**src/hdl/ReqArbPkg.sv**
```systemverilog
`default_nettype none

package ReqArbPkg;

   // Interrupt request record
   typedef struct packed {
      logic [23:0] tag;
      logic [31:0] info;
   } irrqEntryT;

   // Completion record
   typedef struct packed {
      logic [7:0]  status;
      logic [31:0] info;
   } cqEntryT;

   // Configuration slave request, Avalon style
   typedef struct packed {
      logic        chipSelect;
      logic        write;
      logic        read;
      logic [7:0]  address;
      logic [31:0] writeData;
      logic [3:0]  byteEnable;
   } confReqT;

   // One host write beat, word addressed
   typedef struct packed {
      logic        chipSelect;
      logic [63:0] address;
      logic [31:0] writeData;
      logic [3:0]  byteEnable;
   } hostWrT;

   // Configuration register map
   localparam logic [7:0] RegIrrqBaseHi = 8'h10;
   localparam logic [7:0] RegIrrqBaseLo = 8'h14;
   localparam logic [7:0] RegCqBaseHi   = 8'h20;
   localparam logic [7:0] RegCqBaseLo   = 8'h24;
   // CQ index in the upper half, IRRQ index in the lower half
   localparam logic [7:0] RegIndex      = 8'h30;

   // Second beat of every record carries a full word
   localparam logic [3:0] FullWordEnable = 4'hf;

endpackage

`default_nettype wire

```
**src/hdl/ConfRegs.sv**
```systemverilog
`timescale 1ns/1ns
`default_nettype none

module ConfRegs
   import ReqArbPkg::*;
#(
   parameter int RingEntries = 16
) (
   input  wire logic                            clock,
   input  wire logic                            reset,
   input  wire confReqT                         confReq_i,
   output logic                                 confWaitRequest_o,
   output logic [31:0]                          confReadData_o,
   output logic [63:0]                          irrqBase_o,
   output logic [63:0]                          cqBase_o,
   input  wire logic [$clog2(RingEntries)-1:0]  irrqIndex_i,
   input  wire logic [$clog2(RingEntries)-1:0]  cqIndex_i
);

   logic        fullWrite;
   logic        readReq;
   logic        readPending;
   logic [31:0] readMux;

   // Partial writes are dropped
   assign fullWrite = confReq_i.chipSelect & confReq_i.write &
                      (confReq_i.byteEnable == FullWordEnable);
   assign readReq   = confReq_i.chipSelect & confReq_i.read;

   // One wait cycle per read, data follows in the next cycle
   assign confWaitRequest_o = readReq & ~readPending;

   always_comb begin
      case (confReq_i.address)
         RegIrrqBaseHi: readMux = irrqBase_o[63:32];
         RegIrrqBaseLo: readMux = irrqBase_o[31:0];
         RegCqBaseHi:   readMux = cqBase_o[63:32];
         RegCqBaseLo:   readMux = cqBase_o[31:0];
         RegIndex:      readMux = {16'(cqIndex_i), 16'(irrqIndex_i)};
         default:       readMux = '0;
      endcase
   end

   always_ff @(posedge clock or negedge reset) begin
      if (!reset) begin
         irrqBase_o <= '0;
         cqBase_o   <= '0;
      end else if (fullWrite) begin
         case (confReq_i.address)
            RegIrrqBaseHi: irrqBase_o[63:32] <= confReq_i.writeData;
            RegIrrqBaseLo: irrqBase_o[31:0]  <= confReq_i.writeData;
            RegCqBaseHi:   cqBase_o[63:32]   <= confReq_i.writeData;
            RegCqBaseLo:   cqBase_o[31:0]    <= confReq_i.writeData;
            default:       ;
         endcase
      end
   end

   always_ff @(posedge clock or negedge reset) begin
      if (!reset) begin
         readPending    <= 1'b0;
         confReadData_o <= '0;
      end else begin
         if (readReq && !readPending) begin
            readPending    <= 1'b1;
            confReadData_o <= readMux;
         end else begin
            // Requester drops or reissues after the data cycle
            readPending <= 1'b0;
         end
      end
   end

endmodule

`default_nettype wire

```
**src/hdl/QueueWriter.sv**
```systemverilog
`timescale 1ns/1ns
`default_nettype none

module QueueWriter
   import ReqArbPkg::*;
#(
   parameter int  RingEntries = 16,
   parameter type entryT      = irrqEntryT
) (
   input  wire logic                            clock,
   input  wire logic                            reset,
   input  wire logic [63:0]                     base_i,
   input  wire entryT                           entry_i,
   input  wire logic                            empty_i,
   output logic                                 pop_o,
   output hostWrT                               hostWr_o,
   input  wire logic                            waitRequest_i,
   output logic [$clog2(RingEntries)-1:0]       index_o
);

   localparam int IndexW = $clog2(RingEntries);
   localparam int EntryW = $bits(entryT);
   localparam int HighW  = EntryW - 32;
   // One enable bit per byte of the upper payload part
   localparam int HighBytes = (HighW + 7) / 8;
   localparam logic [3:0] FirstEnable = 4'((5'd1 << HighBytes) - 5'd1);

   logic [EntryW-1:0] entryBits;
   logic [31:0]       highWord;
   logic [63:0]       slotAddr;
   logic              busy;
   logic              second;
   logic              accepted;
   logic [63:0]       beatAddr;
   logic [31:0]       beatData;
   logic [3:0]        beatEnable;

   assign entryBits = entry_i;
   assign highWord  = 32'(entryBits[EntryW-1:32]);
   // Two words per ring slot
   assign slotAddr  = base_i + {{(63 - IndexW){1'b0}}, index_o, 1'b0};

   assign accepted = busy & ~waitRequest_i;
   assign pop_o    = accepted & second;

   assign hostWr_o.chipSelect = busy;
   assign hostWr_o.address    = beatAddr;
   assign hostWr_o.writeData  = beatData;
   assign hostWr_o.byteEnable = beatEnable;

   // Beat sequencer and ring index
   always_ff @(posedge clock or negedge reset) begin
      if (!reset) begin
         busy    <= 1'b0;
         second  <= 1'b0;
         index_o <= '0;
      end else if (!busy) begin
         busy   <= ~empty_i;
         second <= 1'b0;
      end else if (accepted) begin
         if (!second) begin
            second <= 1'b1;
         end else begin
            busy    <= 1'b0;
            second  <= 1'b0;
            index_o <= index_o + 1'b1;
         end
      end
   end

   // Beat payload, held while the host stalls
   always_ff @(posedge clock) begin
      if (!busy && !empty_i) begin
         beatAddr   <= slotAddr;
         beatData   <= highWord;
         beatEnable <= FirstEnable;
      end else if (accepted && !second) begin
         beatAddr   <= beatAddr + 64'd1;
         beatData   <= entryBits[31:0];
         beatEnable <= FullWordEnable;
      end
   end

endmodule

`default_nettype wire

```
**src/hdl/ReqArbTop.sv**
```systemverilog
`timescale 1ns/1ns
`default_nettype none

module ReqArbTop
   import ReqArbPkg::*;
#(
   parameter int FifoDepth   = 8,
   parameter int RingEntries = 16
) (
   input  wire logic      clock,
   input  wire logic      reset,
   input  wire confReqT   confReq_i,
   output logic           confWaitRequest_o,
   output logic [31:0]    confReadData_o,
   input  wire logic      irrqValid_i,
   input  wire irrqEntryT irrqEntry_i,
   output logic           irrqReady_o,
   input  wire logic      cqValid_i,
   input  wire cqEntryT   cqEntry_i,
   output logic           cqReady_o,
   output hostWrT         hostWr_o,
   input  wire logic      hostWaitRequest_i
);

   localparam int IndexW = $clog2(RingEntries);

   logic [63:0]       irrqBase;
   logic [63:0]       cqBase;
   logic [IndexW-1:0] irrqIndex;
   logic [IndexW-1:0] cqIndex;
   irrqEntryT         irrqHead;
   cqEntryT           cqHead;
   logic              irrqFull;
   logic              cqFull;
   logic              irrqEmpty;
   logic              cqEmpty;
   logic              irrqPop;
   logic              cqPop;
   hostWrT            irrqWr;
   hostWrT            cqWr;
   logic              irrqWait;
   logic              cqWait;

   assign irrqReady_o = ~irrqFull;
   assign cqReady_o   = ~cqFull;

   ConfRegs #(.RingEntries(RingEntries)) i_confRegs (
      .clock, .reset, .confReq_i, .confWaitRequest_o, .confReadData_o,
      .irrqBase_o(irrqBase), .cqBase_o(cqBase),
      .irrqIndex_i(irrqIndex), .cqIndex_i(cqIndex)
   );

   ReqFifo #(.FifoDepth(FifoDepth), .entryT(irrqEntryT)) i_irrqFifo (
      .clock, .reset, .push_i(irrqValid_i), .data_i(irrqEntry_i),
      .pop_i(irrqPop), .data_o(irrqHead), .full_o(irrqFull), .empty_o(irrqEmpty)
   );

   ReqFifo #(.FifoDepth(FifoDepth), .entryT(cqEntryT)) i_cqFifo (
      .clock, .reset, .push_i(cqValid_i), .data_i(cqEntry_i),
      .pop_i(cqPop), .data_o(cqHead), .full_o(cqFull), .empty_o(cqEmpty)
   );

   QueueWriter #(.RingEntries(RingEntries), .entryT(irrqEntryT)) i_irrqWriter (
      .clock, .reset, .base_i(irrqBase), .entry_i(irrqHead), .empty_i(irrqEmpty),
      .pop_o(irrqPop), .hostWr_o(irrqWr), .waitRequest_i(irrqWait), .index_o(irrqIndex)
   );

   QueueWriter #(.RingEntries(RingEntries), .entryT(cqEntryT)) i_cqWriter (
      .clock, .reset, .base_i(cqBase), .entry_i(cqHead), .empty_i(cqEmpty),
      .pop_o(cqPop), .hostWr_o(cqWr), .waitRequest_i(cqWait), .index_o(cqIndex)
   );

   WriteArbiter i_arbiter (
      .clock, .reset, .irrqWr_i(irrqWr), .cqWr_i(cqWr),
      .irrqWait_o(irrqWait), .cqWait_o(cqWait),
      .hostWr_o, .hostWaitRequest_i
   );

endmodule

`default_nettype wire

```
**src/hdl/ReqFifo.sv**
```systemverilog
`timescale 1ns/1ns
`default_nettype none

module ReqFifo #(
   parameter int  FifoDepth = 8,
   parameter type entryT    = logic [31:0]
) (
   input  wire logic  clock,
   input  wire logic  reset,
   input  wire logic  push_i,
   input  wire entryT data_i,
   input  wire logic  pop_i,
   output entryT      data_o,
   output logic       full_o,
   output logic       empty_o
);

   localparam int AddrW = (FifoDepth > 1) ? $clog2(FifoDepth) : 1;
   localparam int CntW  = $clog2(FifoDepth + 1);

   entryT            mem [FifoDepth];
   logic [AddrW-1:0] wrPtr;
   logic [AddrW-1:0] rdPtr;
   logic [CntW-1:0]  count;
   logic             doPush;
   logic             doPop;

   assign full_o  = (count == CntW'(FifoDepth));
   assign empty_o = (count == '0);
   assign doPush  = push_i & ~full_o;
   assign doPop   = pop_i & ~empty_o;

   // Head entry is always on the output
   assign data_o = mem[rdPtr];

   always_ff @(posedge clock) begin
      if (doPush) begin
         mem[wrPtr] <= data_i;
      end
   end

   always_ff @(posedge clock or negedge reset) begin
      if (!reset) begin
         wrPtr <= '0;
         rdPtr <= '0;
         count <= '0;
      end else begin
         if (doPush) begin
            wrPtr <= (wrPtr == AddrW'(FifoDepth - 1)) ? '0 : wrPtr + 1'b1;
         end
         if (doPop) begin
            rdPtr <= (rdPtr == AddrW'(FifoDepth - 1)) ? '0 : rdPtr + 1'b1;
         end
         if (doPush && !doPop) begin
            count <= count + 1'b1;
         end else if (doPop && !doPush) begin
            count <= count - 1'b1;
         end
      end
   end

endmodule

`default_nettype wire

```
**src/hdl/WriteArbiter.sv**
```systemverilog
`timescale 1ns/1ns
`default_nettype none

module WriteArbiter
   import ReqArbPkg::*;
(
   input  wire logic   clock,
   input  wire logic   reset,
   input  wire hostWrT irrqWr_i,
   input  wire hostWrT cqWr_i,
   output logic        irrqWait_o,
   output logic        cqWait_o,
   output hostWrT      hostWr_o,
   input  wire logic   hostWaitRequest_i
);

   // Grant select is 0 for IRRQ and 1 for CQ
   logic   grantValid;
   logic   grantSel;
   logic   locked;
   logic   lastServed;
   hostWrT selWr;
   logic   accepted;
   logic   lastBeat;

   assign selWr    = grantSel ? cqWr_i : irrqWr_i;
   assign accepted = grantValid & selWr.chipSelect & ~hostWaitRequest_i;
   // Only the second beat carries a full word enable
   assign lastBeat = (selWr.byteEnable == FullWordEnable);

   always_comb begin
      hostWr_o            = selWr;
      hostWr_o.chipSelect = selWr.chipSelect & grantValid;
   end

   // Stalled unless granted
   assign irrqWait_o = ~(grantValid & ~grantSel) | hostWaitRequest_i;
   assign cqWait_o   = ~(grantValid & grantSel) | hostWaitRequest_i;

   always_ff @(posedge clock or negedge reset) begin
      if (!reset) begin
         grantValid <= 1'b0;
         grantSel   <= 1'b0;
         locked     <= 1'b0;
         lastServed <= 1'b1;
      end else if (!grantValid) begin
         if (irrqWr_i.chipSelect && cqWr_i.chipSelect) begin
            grantValid <= 1'b1;
            grantSel   <= ~lastServed;
         end else if (irrqWr_i.chipSelect) begin
            grantValid <= 1'b1;
            grantSel   <= 1'b0;
         end else if (cqWr_i.chipSelect) begin
            grantValid <= 1'b1;
            grantSel   <= 1'b1;
         end
      end else if (accepted && lastBeat) begin
         // Pair done, arbitrate again next cycle
         grantValid <= 1'b0;
         locked     <= 1'b0;
         lastServed <= grantSel;
      end else if (accepted) begin
         locked <= 1'b1;
      end else if (!locked && !selWr.chipSelect) begin
         grantValid <= 1'b0;
      end
   end

endmodule

`default_nettype wire

```
**config.mk**
```make
export PLATFORM = sky130hd
export DESIGN_NAME = ReqArbTop
export DESIGN_NICKNAME = d
export VERILOG_FILES = /design/src/hdl/ReqArbPkg.sv /design/src/hdl/ConfRegs.sv /design/src/hdl/QueueWriter.sv /design/src/hdl/ReqArbTop.sv /design/src/hdl/ReqFifo.sv /design/src/hdl/WriteArbiter.sv
export SDC_FILE = /design/constraint.sdc
export NUM_CORES = 2
export LEC_CHECK = 0
export BUFFER_PORTS_ARGS = -buffer_cell sky130_fd_sc_hd__buf_4
export CORE_UTILIZATION = 60
export CTS_CLUSTER_DIAMETER = 120
export CTS_CLUSTER_SIZE = 8
export DETAILED_ROUTE_END_ITERATION = 16
export HOLD_SLACK_MARGIN = 0.08
export MAX_ROUTING_LAYER = met4
export PLACE_DENSITY = 0.78
export SLEW_MARGIN = 10
export SYNTH_ARGS = -nofsm -noshare
export SYNTH_HDL_FRONTEND = slang
export SYNTH_HIERARCHICAL = 1
export SYNTH_SLANG_ARGS = --single-unit
```
**constraint.sdc**
```tcl
create_clock -name clock -period 12.04 [get_ports clock]
set_input_delay 1.806 -clock clock [delete_from_list [all_inputs] [get_ports clock]]
set_output_delay 1.806 -clock clock [all_outputs]
set_load 0.05 [all_outputs]
```
==> reports/qor.yml <==
status: "finished, final reports clean"
path_clk_slew_ns: 0.05
worstRegToRegCells: 5
via_per_inst: 6.40
maxCapViolCount: 0
min_from: "i_cqWriter/beatData[22]"
synth_edf_count: 928
clock_sinks: 1159
dpl.hpwl_mm: 90.6
insertion_delay_ns: 0.78
drtPass1Iterations: 5
ys_types: 75
die_x_um: 299
drt_iter0_drc: 3146
tightest_slew_ns: 1.11
cts-resized-gates: 0
synth-async-reset-ratio_pct: 17.0
clock_path_buffers: 3
multi_input_area_sq_um: 18500
hold_class: "register to register"
grt_pass1_vias: 31200
avgSynthCellArea_sq_um: 15.7
portBuffers: 282
period_minus_slack_ns: 4.99
vias: 31700
grt_usage_pct: 32.8
start_util_pct: 60.8
wl_per_cell_um: 28.8
cts-root-buf: "clkbuf_16"
synthCells: 3366
path_class: "register to output port"
finalSetupViolCount: 0
routed_wl_mm: 143
r2r-end: "i_irrqWriter/beatData[17]"
seq_power_share_pct: 40.2
dieArea_sq_um: 89400
rsz0062_at_grt: "no"
num-nets-final: 3872
die_h_um: 299
rrSetupSlack_ns: 8.05
setup_slack_ns: 7.05
drtAntennaViolNets: 0
cp-start-kind: "register"
core-area_sq_um: 87000
whs_endpoint: "i_cqWriter/beatData[22]"
seq_area_sq_um: 33500
finClkSkew_ns: 0.0502
power_frac_clock_pct: 28.7
slew_viol_final: 0
rows: 108
timing.rr.start: "i_irrqFifo/rdPtr[0]"
pre_cts_ws_ns: 6.93
hold_viol: 0
postCtsHoldBufs: 0
power.internal_uw: 9610
htree_levels: 4
tns_ns: 0
leakage_uw: 0.0212
end_kind: "output port"
total_power_uw: 14700
syn_to_final_growth_pct: 14.9
ys_ff_latch: 1159
cp.required_ns: 10.23
pwr-share-comb_pct: 31.1
switchingPower_uw: 5110
drive_gt1_share_pct: 27.7
grt_pass1_wl_mm: 207
cp_max_fo: 62
ys_warn_count: 6
cts_inserted_buffers: 162
fillers: 5589
power_density_nw_per_um2: 242
drc_errors: 0
syn_area_sq_um: 52900
grt_max_degree: 83
gp_congestion: 0.967
synth-seq-area-share_pct: 63.3
swShare_pct: 34.7
fmax_mhz: 200
peakVddDrop_mv: 0.255
min_path_cells: 2
post-cts-setup-buffer-count: 0
slew_headroom_pct: 25.8
antenna_found_initial: 9
synthFlopType: "edfxtp_1"
fin_crit_sh_pct: 41.4
worstPathArrival_ns: 3.18
grt-ovfl-total: 0
cts_tree: "built"
ioPinCount: 284
==> synth_stat cells (14+ instances only) <==
cell	instances	share of area, %
o22a_1	27	0.45
nand2_1	235	1.7
dfxtp_1	34	1.3
nand4_1	68	0.80
xor2_1	65	1.1
mux4_1	70	3.5
xnor2_1	178	2.9
nand3_1	112	1.1
mux2i_1	148	2.8
mux2_1	14	0.30
buf_2	29	0.27
o31ai_1	26	0.37
o21ai_0	36	0.34
mux4_2	122	5.2
nor2_1	112	0.79
buf_4	24	0.34
dfrtp_1	196	9.3
a21oi_1	63	0.60
nor4_1	47	0.56
buf_6	22	0.47
nor3_1	91	0.86
edfxtp_1	928	53
mux2_2	345	7.3
ha_1	26	0.61
and4_1	17	0.28
inv_1	52	0.37
and3_1	18	0.21
clkbuf_1	80	0.57
==> flip-flops by register name (all words and copies together), names as in the netlist, 3 cells and up <==
signal and count:
i_irrqWriter/index_o 4, i_cqFifo/wrPtr 3, i_irrqFifo/rdPtr 3, i_irrqWriter/beatAddr 64, i_cqWriter/beatData 32, i_irrqFifo/wrPtr 3, i_cqFifo/mem 320, i_confRegs/cqBase_o 64
i_irrqWriter/beatData 32, i_cqWriter/beatAddr 64, i_cqFifo/count 4, i_irrqFifo/mem 448, i_cqWriter/index_o 4, i_irrqFifo/count 4, i_confRegs/irrqBase_o 64, i_confRegs/confReadData_o 32
i_cqFifo/rdPtr 3
==> critical path, stage by stage (launching register included) <==
cell and delay, ns:
dfrtp_4 0.84, buf_4 0.75, mux2_2 0.49, buf_4 0.21
==> kinds of logic after synthesis <==
group                    synth area share [%]
AO/OA/AOI/OAI                            2.59
XOR/XNOR                                 4.02
AND/OR/NAND/NOR                          8.06
other                                  0.0142
multiplexers                             19.2
adder cells (fa/ha/maj)                 0.766
flip-flops                               63.3
buffers and inverters                    2.09
==> power groups by stage <==
| stage | Clock (uW) | Combinational (uW) | Sequential, uW |
|---|---|---|---|
| 2_1_floorplan | 0 | 3370 | 5650 |
| 5_1_grt | 4440 | 4800 | 5970 |
| 3_5_place_dp | 0 | 4520 | 5950 |
| 4_1_cts | 4290 | 4580 | 5900 |
| 3_3_place_gp | 0 | 4460 | 5920 |
| 6_report | 4230 | 4580 | 5910 |
==> per-stage QoR <==
step                      instance area (sq um)  util, %  instances  hold WS, ns
final                                     60800     69.9       4950        0.454
after global routing                      60800     69.9       4948        0.480
after CTS                                 60800     69.8       4939        0.454
after detailed placement                  56100     64.4       4685        0.447
after global placement                    56100     64.4       4685        0.440
after floorplan                           52900        -       3368        0.433
==> placed cells by master (no fill, tap or decap), types with 104 or more instances in the layout <==
master	Yosys	routed
clkbuf_16	0	163
buf_4	24	326
xnor2_1	178	178
edfxtp_1	928	928
mux2_2	345	345
nor2_1	112	104
dfrtp_1	196	189
nand2_1	235	234
nand3_1	112	112
mux2i_1	148	148
mux4_2	122	122
==> routing by layer <==
layer / track usage (%) / vias up / part of all wire [%] / routed length (um)
met3: 6.00 / 289 / 7.6 / 10900
li1: - / 13800 / - / -
met2: 51.3 / 1503 / 49 / 69700
met4: 17.2 / 0 / 5.5 / 7810
met5: - / - / 0 / 0
met1: 41.2 / 16100 / 38 / 54200
==> how the worst max path moves through the flow <==
stage / from / cells past startpoint / endpoint / slack, ns
after CTS: i_arbiter/grantSel / 3 / hostWr_o[48] / 7.08
after floorplan: irrqValid_i / 2 / i_irrqFifo/mem[0][0] / 4.14
after detailed placement: hostWaitRequest_i / 11 / i_cqFifo/count[3] / 6.93
after global routing: i_arbiter/grantSel / 3 / hostWr_o[48] / 6.97
final: i_arbiter/grantSel / 3 / hostWr_o[47] / 7.05
after global placement: hostWaitRequest_i / 11 / i_cqFifo/count[3] / 7.05
==> area by class of cell <==
class	count	share of cell area, %
sequential	1159	55.1
multi-input combinational	1992	30.4
clock buffer	240	7.18
timing repair buffer	327	4.05
tap	1155	2.38
clock inverter	14	0.591
inverter	52	0.321
antenna	11	0.0453
Note: power is estimated with default switching activity, not from simulation.
